## config.mk

```make
export PLATFORM = sky130hd
export DESIGN_NAME = key_lookup
export DESIGN_NICKNAME = d
export VERILOG_FILES = /design/src/design/ntps_pkg.sv /design/src/design/key_lookup.sv
export SDC_FILE = /design/constraint.sdc
export NUM_CORES = 1
export LEC_CHECK = 0
export BUFFER_PORTS_ARGS = -buffer_cell sky130_fd_sc_hd__buf_2
export CAP_MARGIN = 10
export CORE_AREA = 2 2 341 343
export CTS_CLUSTER_DIAMETER = 60
export CTS_CLUSTER_SIZE = 30
export DETAILED_ROUTE_END_ITERATION = 10
export DIE_AREA = 0 0 343 345
export RECOVER_POWER = 50
export SLEW_MARGIN = 20
export SYNTH_ARGS = -nofsm -noshare
export SYNTH_HDL_FRONTEND = slang
export SYNTH_SLANG_ARGS = --single-unit
export TNS_END_PERCENT = 30
```

## constraint.sdc

```tcl
create_clock -name sys_clk -period 16.6 [get_ports sys_clk]
set_input_delay 4.15 -clock sys_clk [delete_from_list [all_inputs] [get_ports sys_clk]]
set_output_delay 4.15 -clock sys_clk [all_outputs]
set_load 0.02 [all_outputs]
```

## src/design/ntps_pkg.sv

```systemverilog
// Shared sizes, register map and bus structs of the NTS key store, referenced by package scope
package ntps_pkg;

  // Sizes
  localparam int num_paths = 4;
  localparam int num_req   = num_paths + 1;
  localparam int req_idx_w = $clog2(num_req);
  localparam int key_w     = 256;
  localparam int key_id_w  = 32;
  localparam int key_slots = 8;
  localparam int slot_w    = 3;
  localparam int wb_adr_w  = 4;
  localparam int wb_dat_w  = 32;
  localparam int key_words = key_w / wb_dat_w;

  //--------------------------------------------------------------------
  // Host register map, word addresses
  //--------------------------------------------------------------------
  localparam logic [wb_adr_w-1:0] reg_build_info = 4'd0;
  localparam logic [wb_adr_w-1:0] reg_git_hash   = 4'd1;
  // Staging words 2 to 9, least significant word first
  localparam logic [wb_adr_w-1:0] reg_key_word0  = 4'd2;
  localparam logic [wb_adr_w-1:0] reg_key_id     = 4'd10;
  localparam logic [wb_adr_w-1:0] reg_commit     = 4'd11;

  //--------------------------------------------------------------------
  // Structs
  //--------------------------------------------------------------------
  typedef struct packed {
    logic                valid;
    logic [key_id_w-1:0] key_id;
    logic [key_w-1:0]    key;
  } key_entry_t;

  typedef struct packed {
    logic              write;
    logic [slot_w-1:0] slot;
    key_entry_t        entry;
  } key_mem_req_t;

  typedef struct packed {
    logic                cyc;
    logic                stb;
    logic                we;
    logic [wb_adr_w-1:0] adr;
    logic [wb_dat_w-1:0] dat;
  } wb_m2s_t;

  typedef struct packed {
    logic                ack;
    logic [wb_dat_w-1:0] dat;
  } wb_s2m_t;

  typedef struct packed {
    logic                req;
    logic [key_id_w-1:0] key_id;
  } path_req_t;

  typedef struct packed {
    logic             ack;
    logic             hit;
    logic [key_w-1:0] key;
  } path_rsp_t;

endpackage

```

## src/design/key_lookup.sv

```systemverilog
// Per-path key lookup: fetches the slot for a key id and returns key with hit or miss
`timescale 1ns/1ps

module key_lookup (
  input  logic                   sys_clk,
  input  logic                   rst_n,
  input  ntps_pkg::path_req_t    req,
  output ntps_pkg::path_rsp_t    rsp,
  output logic                   mem_req,
  output ntps_pkg::key_mem_req_t mem_op,
  input  logic                   mem_grant,
  input  ntps_pkg::key_entry_t   rd_entry
);

  logic                      rd_pend;
  logic                      ack_q;
  logic                      hit_q;
  logic [ntps_pkg::key_w-1:0] key_q;
  logic                      tag_match;

  // Idle while read data is due and while ack is out
  assign mem_req = req.req & ~rd_pend & ~ack_q;

  assign mem_op.write = 1'b0;
  assign mem_op.slot  = req.key_id[ntps_pkg::slot_w-1:0];
  assign mem_op.entry = '0;

  // Slot index is only the low id bits, so the full id is the tag
  assign tag_match = rd_entry.valid && (rd_entry.key_id == req.key_id);

  always_ff @(posedge sys_clk or negedge rst_n) begin
    if (!rst_n) begin
      rd_pend <= 1'b0;
      ack_q   <= 1'b0;
      hit_q   <= 1'b0;
    end else begin
      rd_pend <= mem_grant;
      ack_q   <= rd_pend;
      hit_q   <= rd_pend & tag_match;
    end
  end

  // Miss returns an all-zero key
  always_ff @(posedge sys_clk) begin
    if (rd_pend) key_q <= tag_match ? rd_entry.key : '0;
  end

  assign rsp.ack = ack_q;
  assign rsp.hit = hit_q;
  assign rsp.key = key_q;

endmodule

```

# After elaboration in Yosys (flattened, before gate mapping)
# Index checks and enable logic that the tools add are counted.
op_classes:
  n_reduce_logical: 1
  bitwise: 5
  n_eq_ne: 1
op_table:
  columns: ["op", "n"]
  rows:
  - ["$eq A32 B32 Y1", 1]
  - ["$and A1 B1 Y1", 3]
  - ["$not A1 Y1", 2]
  - ["$logic_and A1 B1 Y1", 1]
totals:
  out_inout_bits: 552
  register_bits: 259
  elab_cells: 11
  in_bits: 325

# Depth between registers and ports, before layout
# Gate-level depths: netlist (run 1).
logic_depth:
  depth_word: 3
  depth_mapped: 7
  ltp_nobuf: 4

# Worst setup path before layout (run 1)
# OpenSTA, ideal clock, no wires.
synth_path:
  path_kind: "register to output"
  start: "reg rd_pend"
  end: "out mem_req"
  arrival_time_ns: 6.460
  stages_incl_launch_ff: 2
  n_path_buf: 0
  setup_slack_ns: 5.990
  t_required_ns: 12.450
  cell_sequence: "dfrtp_1 -> nor3b_1"
synth_via:
  elab_chain_cells: 3
synth_lines:
  columns: ["element", "line", "text"]
  rows:
  - ["from (decl)", "key_lookup.sv:15", "logic rd_pend;"]
  - ["from (signal assigned)", "key_lookup.sv:37", "rd_pend <= mem_grant;"]
  - ["$not A1 Y1", "key_lookup.sv:22", "assign mem_req = req.req & ~rd_pend & ~ack_q;"]
  - ["$and A1 B1 Y1 (2 in series)", "key_lookup.sv:22", null]
  - ["to (decl)", "key_lookup.sv:9", "output logic mem_req,"]
# No other way between the ends.

# Worst setup path in the final report (run 1)
layout_path:
  start: "in req[2] in the netlist's numbering"
  end: "out mem_op[291] in the netlist's numbering"
layout_rtl:
  columns: ["element", "line", "text"]
  rows:
  - ["from (decl)", "key_lookup.sv:7", "input ntps_pkg::path_req_t req,"]
  - ["to (decl)", "key_lookup.sv:10", "output ntps_pkg::key_mem_req_t mem_op,"]
# No word-level cell between the ends.

==> out/summary.md, run 1 <==
The worst register-to-register path begins at rd_pend$_DFF_PN0_. Walking the worst path, the cells encountered are buf_2 > buf_2. Timing would allow up to 114 MHz.

The final reports fail on capacitance limit, slew limit. Capturing point of the worst reg2reg path: key_q[54]$_SDFFCE_PN0P_. The actual transition at the worst max-transition pin is 3.56 ns, and the horizontal die dimension is 343 µm. The clock-pin slew on the worst setup and hold paths works out to 0.08 ns. The run gives 13.0% as the effective utilization at floorplan.

Cells fill 16.6% of the core in the end. After clock tree synthesis, the repair step resized 0 gates. For this design the static power due to leakage is 8.34 nW.

For the worst-skew pair, the clock arrives at the later sink with an insertion delay of 0.59 ns. The wire-length estimate of the detail-placed layout is 40800 µm. For this design, the slowest cell found on the critical path is buf_2. Dividing the synthesized area by the synthesized cell count gives 12.3 µm². The pre-antenna-repair detailed-routing pass consisted of 4 iterations.

The mapped netlist covers 14900 µm². In this design, the stage delay of the slowest critical-path cell is 0.35 ns. Counting tap cells, the placed design contains a total of 3248 instances.

Once detail routing completed, the nets flagged for antenna violations numbered 0. Synthesis inferred 259 register bits. Of all nets on the critical path, the largest fanout is 3.

For the normalized max-slew margin, the log shows -137%. The setup TNS is 0 ns. During synthesis, Yosys emitted a total of 0 warnings. The first global-routing pass estimated 70000 µm of wire. After detailed routing, the number of remaining DRC violations is 0.

The count of final max-slew check failures was 268. Row generation in the floorplan step produced 125 rows. Measured in cells, the most critical reg-to-reg path has a length of 2.

The fraction of synthesized cell area taken by the top area cell type came out at 51.5%. The nature of the critical path startpoint was an input pin. On the final layout, the worst clock skew is 0.0233 ns. The layout overhead on the synthesized area is 28.2%, and the worst IR drop on VDD is 0.0616 mV. Together, buffers and inverters on the worst path number 2. Buffers added to address setup during post-CTS repair amount to 0. Via-per-instance ratio: 3.14. Initial antenna violation count: 12. The tools report the worst min-delay path startpoint as rd_pend$_DFF_PN0_. Along the worst hold path, the cell count comes to 0. The placeable core region is 115000 µm².

By area the synthesized netlist is led by edfxtp_1 52%, nor4_2 19%, buf_4 15%. Instance count of the mapped netlist: 1210. Setup repair after global routing left no endpoint under its margin. Entering global routing, the biggest net connects 117 pins.

The setup path with the least slack is of type input pin to output port. The detailed router finished its first iteration with 676 violations. The family with the most delay on the worst path was buffers and inverters. Summing the sequential cell areas from Yosys gives 52.0% of the chip area.

STA puts the critical path data arrival time at 4.66 ns. The share of async-settable or async-resettable flops after synthesis came out at 1.16%. Measured along the y axis, the die boundary spans 345 µm. After the last flow step, the layout net total stands at 2080. The most common cell in the synthesized netlist is buf_4. STA puts the critical path data required time at 12.45 ns.

Cell at the root of the clock tree: clkbuf_16. The detailed router placed 10300 vias in this run. The wire length per cell came out at 16.0 µm. TritonCTS built the clock tree. The tools report the number of antenna diodes as 0. The number of hold-repair buffers added at the cts stage was 0. The worst hold path terminates at ack_q$_DFF_PN0_. Across the run, the number of max-cap violations was 5. Subtracting the final worst setup slack from the clock period gives 8.81 ns. For this design, the sink count on the clock tree is 259. Dividing total power by cell area gives a power density of 81.2 nW/µm².

By count the netlist is led by 295 x buf_4, 263 x inv_1, 256 x edfxtp_1. The most numerous cell type found on the critical path is buf_2. For the remaining global-route overflow, the log shows 0. The run gives 0 as the count of endpoints failing hold in the final timing report. The finished layout holds 3299 standard cells, fillers aside. Summed over all instances, the cell type with the most area after synthesis is edfxtp_1. Across all hold checks on the routed design, the worst slack comes to 1.34 ns.

Ratio of final minimum period to clock period: 53.1%. Of the cells placed in the final design, the portion with a size suffix greater than 1 is 42.4%. The clock passes through at most 3 buffers. The last weighted congestion value of the routability-driven placer was 0.850; the number of distinct standard cells referenced by the synthesized netlist was 24. STA classifies the critical path endpoint as an output port. The run finished, with violations left. The overall routed net length is 52800 µm, and the number of inserted filler cells in the final layout is 12900.

The area enclosed by the die boundary was 118000 µm²; the number of H-tree levels was 1. Setup violations remaining at the end of the flow were counted as 0. The synthesized design contains 256 enable-type register cells.

The via count of the first global-routing pass came out at 9413. In this run the worst hold path is classified as flip-flop to flip-flop. The combined global-route utilization of all metal layers was 8.22%. Flip-flop cell with the highest count after synthesis: edfxtp_1. The number of top-level pins was 877.

The total of buffers placed on input and output ports works out to 586. The register-to-register setup slack was 9.64 ns; the number of buffers created by CTS was 28.
==> report_power, final <==
| part | internal, mW | switching, mW | total [mW] | leakage, nW |
|---|---|---|---|---|
| sequential | 0.718 | 0.00194 | 0.720 | 3.11 |
| combinational | 0.0367 | 0.114 | 0.151 | 4.75 |
| clock | 0.372 | 0.310 | 0.682 | 0.486 |
==> per-layer routing <==
layer,GRT usage (%),share of wire (%),vias up
met5,0,0.061,-
met4,3.54,4.0,6
met3,1.78,8.9,72
met2,13.4,47,615
met1,10.4,40,5017
li1,-,-,4635
==> how the worst max path moves through the flow <==
stage,start,endpoint,depth (start not counted)
2_1_floorplan,rd_pend$_DFF_PN0_,mem_req,1
4_1_cts,req[2],mem_op[291],2
5_1_grt,req[2],mem_op[291],2
6_report,req[2],mem_op[291],2
3_5_place_dp,req[2],mem_op[291],2
3_3_place_gp,req[2],mem_op[291],2
==> final cells by class <==
type                       instances  area [µm²]  area share [%]
clock inverter                    21         293            1.53
timing repair buffer             606        2940            15.4
clock buffer                      29         704            3.68
multi-input combinational        597        4530            23.7
tap                             1524        1910            9.97
sequential                       259        7760            40.6
inverter                         263         987            5.16
==> cell families (layout without fill, tap and decap cells) <==
group                     Yosys count  after routing  synth area share (%)
buffers and inverters             643            919                  24.9
and+or+nand+nor                   279            279                  21.4
DFF                               259            259                  52.0
xor gates and xnor gates           21             21                  1.23
AOI/OAI and AO/OA                   7              7                 0.411
other                               1            290                0.0251
==> state kept, by name, summed over array words and instances (netlist names) <==
register,count
key_q,256
ack_q,1
hit_q,1
rd_pend,1
==> stage by stage <==
stage	power (mW)	instance area, µm²	setup slack (ns)
global route	1.61	19100	7.79
detailed placement	0.883	18300	7.78
CTS	1.58	19300	7.78
global placement	0.884	18300	7.79
floorplan	0.882	16000	5.99
finish	1.55	19100	7.79
==> cell usage in the layout (no fill, tap or decap), types with 2 or more instances in the layout <==
master,instances
nor4_1,30
edfxtp_1,256
inv_1,263
bufinv_16,3
nand2b_1,4
clkinv_2,3
conb_1,290
buf_2,456
buf_4,14
xor2_1,19
inv_6,2
nor4_2,231
clkinv_4,4
nor2b_1,9
inv_16,2
clkbuf_1,135
clkinv_8,3
o2111ai_1,2
xnor2_1,2
dfrtp_1,3
nand4_1,2
a2111oi_0,2
clkbuf_16,28
inv_8,2
Note: power is estimated with default switching activity, not from simulation.
==> run 2: changes to the inputs <==
ABC_AREA = 1   (was default)
CORE_AREA = 2 2 337 339   (was 2 2 341 343)
DIE_AREA = 0 0 339 341   (was 0 0 343 345)
clock period = 8 ns   (was 16.6 ns; I/O delays follow)
==> run 2 against run 1 <==
Final cell count is 2.5% higher; the run still ends with capacitance limit, slew limit left; largest cell class unchanged; critical endpoint is now key_q[122]$_SDFFCE_PN0P_; via count is 2.4% lower; highest routed layer unchanged; critical path type is now flip-flop to flip-flop; non-clock buffer count is 8 lower.
==> out/summary.md, run 2 <==
The run finished, with violations left. The checks that failed: capacitance limit, slew limit. Overall routed net length: 58700 µm (+11%). The library cell used most frequently in the layout, excluding fill and tap cells, is buf_2. The actual transition at the worst max-transition pin works out to 3.93 ns (+0.378 ns). The number of buffers created by CTS is 30 (+7.1%), and the horizontal die dimension is 339 µm (-1.2%). The flip-flop count of the largest register after layout came out at 256 (unchanged). The register-to-register setup slack was 2.84 ns (-6.80 ns). For the detailed-route via count, the log shows 10100 (-2.4%). The average cell area after synthesis is 11.4 µm² (-7.3%). The final standard cell count with taps included and fillers excluded is 3381 (+2.5%), and the initial antenna violation count is 82 (+70). The logs give 3.50 ns (-4.28 ns) for the post-place setup slack and 3302 (+1.7%) for the cell count after placement. Number of rows in the core area: 123 (-1.6%).

The logs give 53.7% (+1.6 points) for the share of synthesized area occupied by flip-flops and latches and 0.805 (-5.4%) for the last weighted congestion value of the routability-driven placer. The category of the most critical setup path is flip-flop to flip-flop. Derived from the worst setup path, the maximum achievable clock frequency is 194 MHz. The worst setup path is launched from a flip-flop. The tools report the instance count of the mapped netlist as 1266 (+4.6%). The top cell type by total area after synthesis was edfxtp_1.

The required time reported for the critical path endpoint was 8.10 ns (-4.35 ns); the flop and latch count out of synthesis was 259 (unchanged). After layout, the minimum clock period comes to 5.16 ns. The count of endpoints failing hold in the final timing report is 0 (unchanged), and the ratio of final minimum period to clock period is 64.5%.

The static leakage power is 8.31 nW (-0.39%), and the worst hold-check slack is 1.20 ns (-0.143 ns). The number of nets still failing antenna checks after routing was 0 (unchanged); the setup TNS was 0 ns (unchanged). The maximum fanout along the worst path works out to 68 (+65). The area enclosed by the die boundary was 116000 µm² (-2.3%). In the layout the commonest cells are 376 x buf_2, 296 x inv_1, 290 x conb_1. In the post-synthesis netlist, the cell with the most instances is buf_4. The run gives 9.43% (+1.2 points) as the combined global-route utilization of all metal layers. The fraction of layout cells with a size suffix above 1 was 36.4% (-6.0 points); the number of top-level pins was 877 (unchanged). The slack of the critical path is 2.84 ns (-4.95 ns), and the worst reg2reg path depth is 1 (-1).

Wire length per cell: 17.4 µm (+8.3%). The die boundary height is 341 µm (-1.2%), and the final cell area excluding filler cells is 18700 µm² (-2.2%). The power density normalized to cell area was 179 nW/µm² (+120%). The most used flip-flop cell after synthesis is edfxtp_1.

Setup repair after global routing left no endpoint under its margin. Number of detailed-route iterations in the first pass: 4 (unchanged). In the post-synthesis netlist, the biggest area contributors are edfxtp_1 53%, buf_4 17%, nor3_2 16%. The tools report the normalized max-slew margin as -162% (-25 points).

The run gives 0 (unchanged) as the number of remaining DRC errors. Counting instances in the post-synthesis netlist gives the leading cell types as 320 x buf_4, 296 x inv_1, 256 x edfxtp_1. For the sum of net half-perimeters after detailed placement, the log shows 48300 µm (+18%). The min-delay analysis places its worst path in the category input pin to async pin. The number of enable flip-flop cells after synthesis is 256 (unchanged). Walking the worst path, the cells encountered are clkbuf_1. The area growth from synthesis to layout is 29.3%. For the via count of the first global-routing pass, the log shows 9222 (-2.0%).

The post-cts repair resize count was 0 (unchanged); the post-synthesis cell area was 14500 µm² (-3.0%). TritonCTS built the clock tree. The run gives 112000 µm² (-2.8%) as the placeable core region. For the placed standard-cell area, the log shows 17800 µm² (-2.6%).

The number of distinct standard cells referenced by the synthesized netlist came out at 22 (-8.3%). The effective utilization at floorplan was 12.9% (-0.029 points). The fraction of synthesized cell area taken by the top area cell type came out at 53.1% (+1.6 points).

The total of buffers placed on input and output ports was 586 (unchanged); the share of async-settable or async-resettable flops after synthesis was 1.16% (unchanged). The logs give 0 (unchanged) for the total setup violations reported at the end of the flow and 2 (-3) for the max-capacitance violation count. The tools report the number of H-tree levels as 1 (unchanged). In this run the clock root is driven by a clkbuf_16. STA classifies the critical path endpoint as a flip-flop.

The clock insertion delay at the later pin of the skew report was 0.63 ns (+0.04 ns); the worst stage delay on the critical path was 2.84 ns (+2.49 ns). Broken down by cell family, the worst path's largest delay share belongs to buffers and inverters. The clock-pin slew on the worst setup and hold paths was 0.07 ns (about the same).

Count of buffers added by post-CTS timing repair for setup: 0 (unchanged). On the critical path, the stage with the largest delay is an instance of clkbuf_1. Counting flops per register, the top entry is key_q. The count of buffer and inverter cells on the critical path came out at 1 (-1). The largest net degree at the start of global routing was 116 (-0.85%).

Number of synthesis warnings: 0 (unchanged). The CTS sink count is 259 (unchanged), and the worst clock skew is 0.0404 ns (+0.0171 ns). The run gives 0.137 mV (+120%) as the worst IR drop on VDD. The number of hold-repair buffers added at the cts stage is 0 (unchanged), and the remaining global-route overflow is 0 (unchanged). The maximum clock path buffer count was 3 (unchanged); the number of logic stages on the critical path including buffering was 1 (-1). The wire length of the first global-routing pass is 75400 µm (+7.8%). The data arrival time of the worst path was 5.26 ns (+0.60 ns); the via-per-instance ratio was 2.99 (-4.7%).

The run gives 544 (-20%) as the initial DRC count. The run gives 118 (-56%) as the count of final max-slew check failures. Final net count: 2159 (+3.8%).
run 2: changes by cell type after synthesis, moves of 26 or more:
cell | previous run | this run
clkbuf_1 | 29 | 2
nand2_1 | 0 | 63
nor3_1 | 1 | 27
nor4_1 | 31 | 0
nor4_2 | 230 | 0
nor3_2 | 0 | 230
buf_1 | 29 | 2
inv_1 | 263 | 296
run 2: layout make-up:
cell class,count,area [µm²]
fill,12500,93200
sequential,259,7760
multi-input combinational,648,3990
timing repair buffer,598,2780
tap,1500,1880
inverter,297,1110
clock buffer,30,751
clock inverter,26,372
antenna,23,57.6
run 2: per-stage QoR:
stage          util, %  power [mW]
2_1_floorplan        -        1.82
3_3_place_gp      15.9        1.82
3_5_place_dp      15.9        1.82
4_1_cts           16.9        3.40
5_1_grt           16.7        3.47
6_report          16.7        3.34
run 2: per-layer routing:
layer  vias up  GRT usage (%)  wire, µm
li1       4595              -         -
met1      4723           11.0     20600
met2       600           14.7     26300
met3       125           4.48      9060
met4        58           4.02      2340
met5         -              0       368
run 2: power breakdown:
part | leakage (nW) | total, mW | internal [mW] | switching, mW
sequential | 3.11 | 1.49 | 1.49 | 0.00492
combinational | 4.67 | 0.301 | 0.0771 | 0.224
clock | 0.535 | 1.55 | 0.813 | 0.733
total | 8.31 | 3.34 | 2.38 | 0.962
run 2: worst paths after layout:
path                                   start                        to
min in group sys_clk               mem_grant         rd_pend$_DFF_PN0_
setup reg to reg           rd_pend$_DFF_PN0_  key_q[122]$_SDFFCE_PN0P_
max in group asynchronous              rst_n         rd_pend$_DFF_PN0_
hold reg to reg            rd_pend$_DFF_PN0_           ack_q$_DFF_PN0_
hold / removal                         rst_n           ack_q$_DFF_PN0_
setup / recovery           rd_pend$_DFF_PN0_  key_q[122]$_SDFFCE_PN0P_
run 2: cells by family after synthesis:
| group | count (synthesis) | synth area share, % |
|---|---|---|
| buffers and inverters | 648 | 26.4 |
| AND/OR/NAND/NOR | 341 | 19.1 |
| flip-flops | 259 | 53.7 |
| AO/OA/AOI/OAI | 9 | 0.346 |
| XOR/XNOR | 8 | 0.484 |
| other | 1 | 0.0259 |
==> run 3: changes to the inputs <==
CORE_AREA = 2 2 341 343   (was 2 2 337 339)
DIE_AREA = 0 0 343 345   (was 0 0 339 341)
clock period = 4.8 ns   (was 8 ns; I/O delays follow)
==> run 3 against run 2 <==
Non-clock buffer count rose by 3; clock power rose by 49%; the run still ends with capacitance limit, slew limit left; largest power group is now sequential cells; highest routed layer unchanged; count of clock-buffer cells in the layout fell by 2; design area rose by 0.13%; sequential share of layout area barely moved; maximum frequency rose by 53%; global-route usage rose by 0.25 points.
==> out/summary.md, run 3 (synthesis gave the netlist of run 2 again) <==
The flow ran to the end, but the final reports show violations. The final reports fail on capacitance limit, slew limit. The clock insertion delay at the later pin of the skew report is 0.60 ns (-0.03 ns), and the worst clock skew is 0.0370 ns (-0.00339 ns).

The wire length per cell was 18.1 µm (+4.5%); the count of final max-slew check failures was 214 (+81%). The critical path in this run is classified as flip-flop to flip-flop. The actual transition at the worst max-transition pin was 2.43 ns (-1.51 ns); the wire length of the first global-routing pass was 78100 µm (+3.7%). The final critical path time including I/O delays and setup is 3.37 ns (-1.79 ns), and the fraction of layout cells with a size suffix above 1 is 40.5% (+4.1 points). The initial DRC count came out at 505 (-7.2%).

Count of endpoints failing hold in the final timing report: 0 (unchanged). The count of buffer and inverter cells on the critical path works out to 1 (unchanged). The signal on the critical path passes through clkbuf_4.

The total setup violations reported at the end of the flow is 0 (unchanged), and the number of H-tree levels is 1 (unchanged). The area taken by flip-flops and latches was 7770 µm² (about the same); the register-to-register setup slack was 1.43 ns (-1.41 ns). Last weighted congestion value of the routability-driven placer: 0.812 (+0.93%). The number of inserted filler cells in the final layout is 13000 (+3.7%). The number of rows in the core area came out at 125 (+1.6%). Relative to the synthesized area, the layout overhead comes to 29.5%. For the worst hold-check slack, the log shows 0.457 ns (-0.741 ns).

The fmax is 297 MHz (+53%), and the placeable core region is 115000 µm² (+2.9%). STA classifies the critical path startpoint as a flip-flop. The horizontal die dimension was 343 µm (+1.2%); the worst reg2reg path depth was 1 (unchanged). The critical-path cell with the highest stage delay was clkbuf_4. The CTS sink count is 259 (unchanged). The worst setup path is captured at a flip-flop. Setup repair after global routing left no endpoint under its margin. The number of top-level pins is 877 (unchanged). Among cell families on the critical path, the largest total delay comes from buffers and inverters.

Detailed-route via count: 10200 (+0.51%). The via-per-instance ratio is 2.99 (about the same), and the area used by multi-input combinational logic is 3990 µm² (unchanged). The worst IR drop on VDD is 0.210 mV (+54%). The tools report the number of remaining DRC errors as 0 (unchanged).

Capturing point of the worst reg2reg path: key_q[35]$_SDFFCE_PN0P_. The number of nets still failing antenna checks after routing is 0 (unchanged). The tools report the number of buffers created by CTS as 27 (-10%).

The register containing the most flip-flops in the final layout is key_q. The power density normalized to cell area came out at 283 nW/µm² (+59%). Startpoint of the worst-slack reg-to-reg timing path: rd_pend$_DFF_PN0_. The run gives 2159 (unchanged) as the final net count.

The maximum fanout along the worst path was 157 (+130%); the maximum clock path buffer count was 3 (unchanged). Clock-pin slew on the worst setup and hold paths: 0.07 ns (about the same). The effective utilization at floorplan is 12.6% (-0.36 points), and the combined global-route utilization of all metal layers is 9.68% (+0.25 points). The path class of the tightest hold or removal check is input pin to async pin.

The tools report the area enclosed by the die boundary as 118000 µm² (+2.4%). In the layout the commonest cells are 456 x buf_2, 296 x inv_1, 290 x conb_1. The run gives -61.7% (+100 points) as the normalized max-slew margin. The run gives 0 ns (unchanged) as the setup TNS.

The static leakage power is 8.63 nW (+3.9%). The cell at the root of the clock tree was clkbuf_16. The flip-flop count of the largest register after layout is 256 (unchanged). Number of hold-repair buffers added at the cts stage: 0 (unchanged). Worst stage delay on the critical path: 1.71 ns (-1.13 ns).

The ratio of final minimum period to clock period works out to 70.1% (+5.7 points). For the largest net degree at the start of global routing, the log shows 158 (+36%). The die boundary height was 345 µm (+1.2%); the remaining global-route overflow was 0 (unchanged). For the number of detailed-route iterations in the first pass, the log shows 4 (unchanged). The count of buffers added by post-CTS timing repair for setup was 0 (unchanged). The logs give 50300 µm (+4.2%) for the sum of net half-perimeters after detailed placement and 83 (+1.2%) for the initial antenna violation count. The leading cell type in the layout, fill and taps excluded is buf_2.

The tools report the required time reported for the critical path endpoint as 4.95 ns (-3.15 ns). TritonCTS built the clock tree. The data arrival time of the worst path was 3.52 ns (-1.74 ns); the overall routed net length was 61600 µm (+5.0%). The tools report the via count of the first global-routing pass as 9304 (+0.89%).

The post-cts repair resize count is 0 (unchanged). The total of buffers placed on input and output ports works out to 586 (unchanged). For the max-capacitance violation count, the log shows 2 (unchanged).
==> run 3: cell count changes in the layout (fill, tap and decap cells not counted), moves of 4 or more <==
cell	previous run	this run
buf_2	376	456
clkbuf_1	211	131
clkinv_8	8	3
buf_12	2	6
diode_2	23	19
inv_8	6	2
==> run 3: power breakdown <==
part / total (mW) / leakage (nW) / switching, mW / internal, mW
combinational: 0.499 / 5.06 / 0.371 / 0.128
sequential: 2.49 / 3.11 / 0.00903 / 2.48
clock: 2.31 / 0.465 / 1.07 / 1.24
==> run 3: area by class of cell <==
cell class              instances  share of cell area, %
diodes                         19                  0.254
multi-input cells             648                   21.3
well taps                    1524                   10.2
inverters                     297                   5.95
repair buffers                601                   15.8
clock buffers                  28                   3.63
clock inverters                21                   1.44
flip-flops and latches        259                   41.5
==> run 3: metrics by stage <==
stage                     std cells  power (mW)  area [µm²]  worst slack (ns)  util (%)
after floorplan                1555        3.03       15600              1.11         -
after global placement         3329        3.03       17900              1.04      15.6
after detailed placement       3329        3.04       17900              1.04      15.6
after CTS                      3378        5.40       18900              1.48      16.4
after global routing           3379        5.51       18700              1.23      16.2
final                          3397        5.30       18700              1.43      16.3
==> run 3: routing by layer <==
| metal | vias up | wire (µm) | track usage, % |
|---|---|---|---|
| met4 | 56 | 2050 | 3.21 |
| met2 | 604 | 28200 | 15.8 |
| met1 | 4788 | 22900 | 11.5 |
| met5 | - | 331 | 0 |
| met3 | 119 | 8140 | 3.81 |
| li1 | 4586 | - | - |
==> run 3: worst max-delay path by stage <==
stage	from	to	slack (ns)	cells after the start
4_1_cts	rd_pend$_DFF_PN0_	mem_req	1.48	4
3_5_place_dp	req[3]	key_q[18]$_SDFFCE_PN0P_	1.04	10
2_1_floorplan	rd_pend$_DFF_PN0_	mem_req	1.11	3
3_3_place_gp	req[3]	key_q[13]$_SDFFCE_PN0P_	1.04	10
5_1_grt	rd_pend$_DFF_PN0_	key_q[35]$_SDFFCE_PN0P_	1.23	1
6_report	rd_pend$_DFF_PN0_	key_q[35]$_SDFFCE_PN0P_	1.43	1
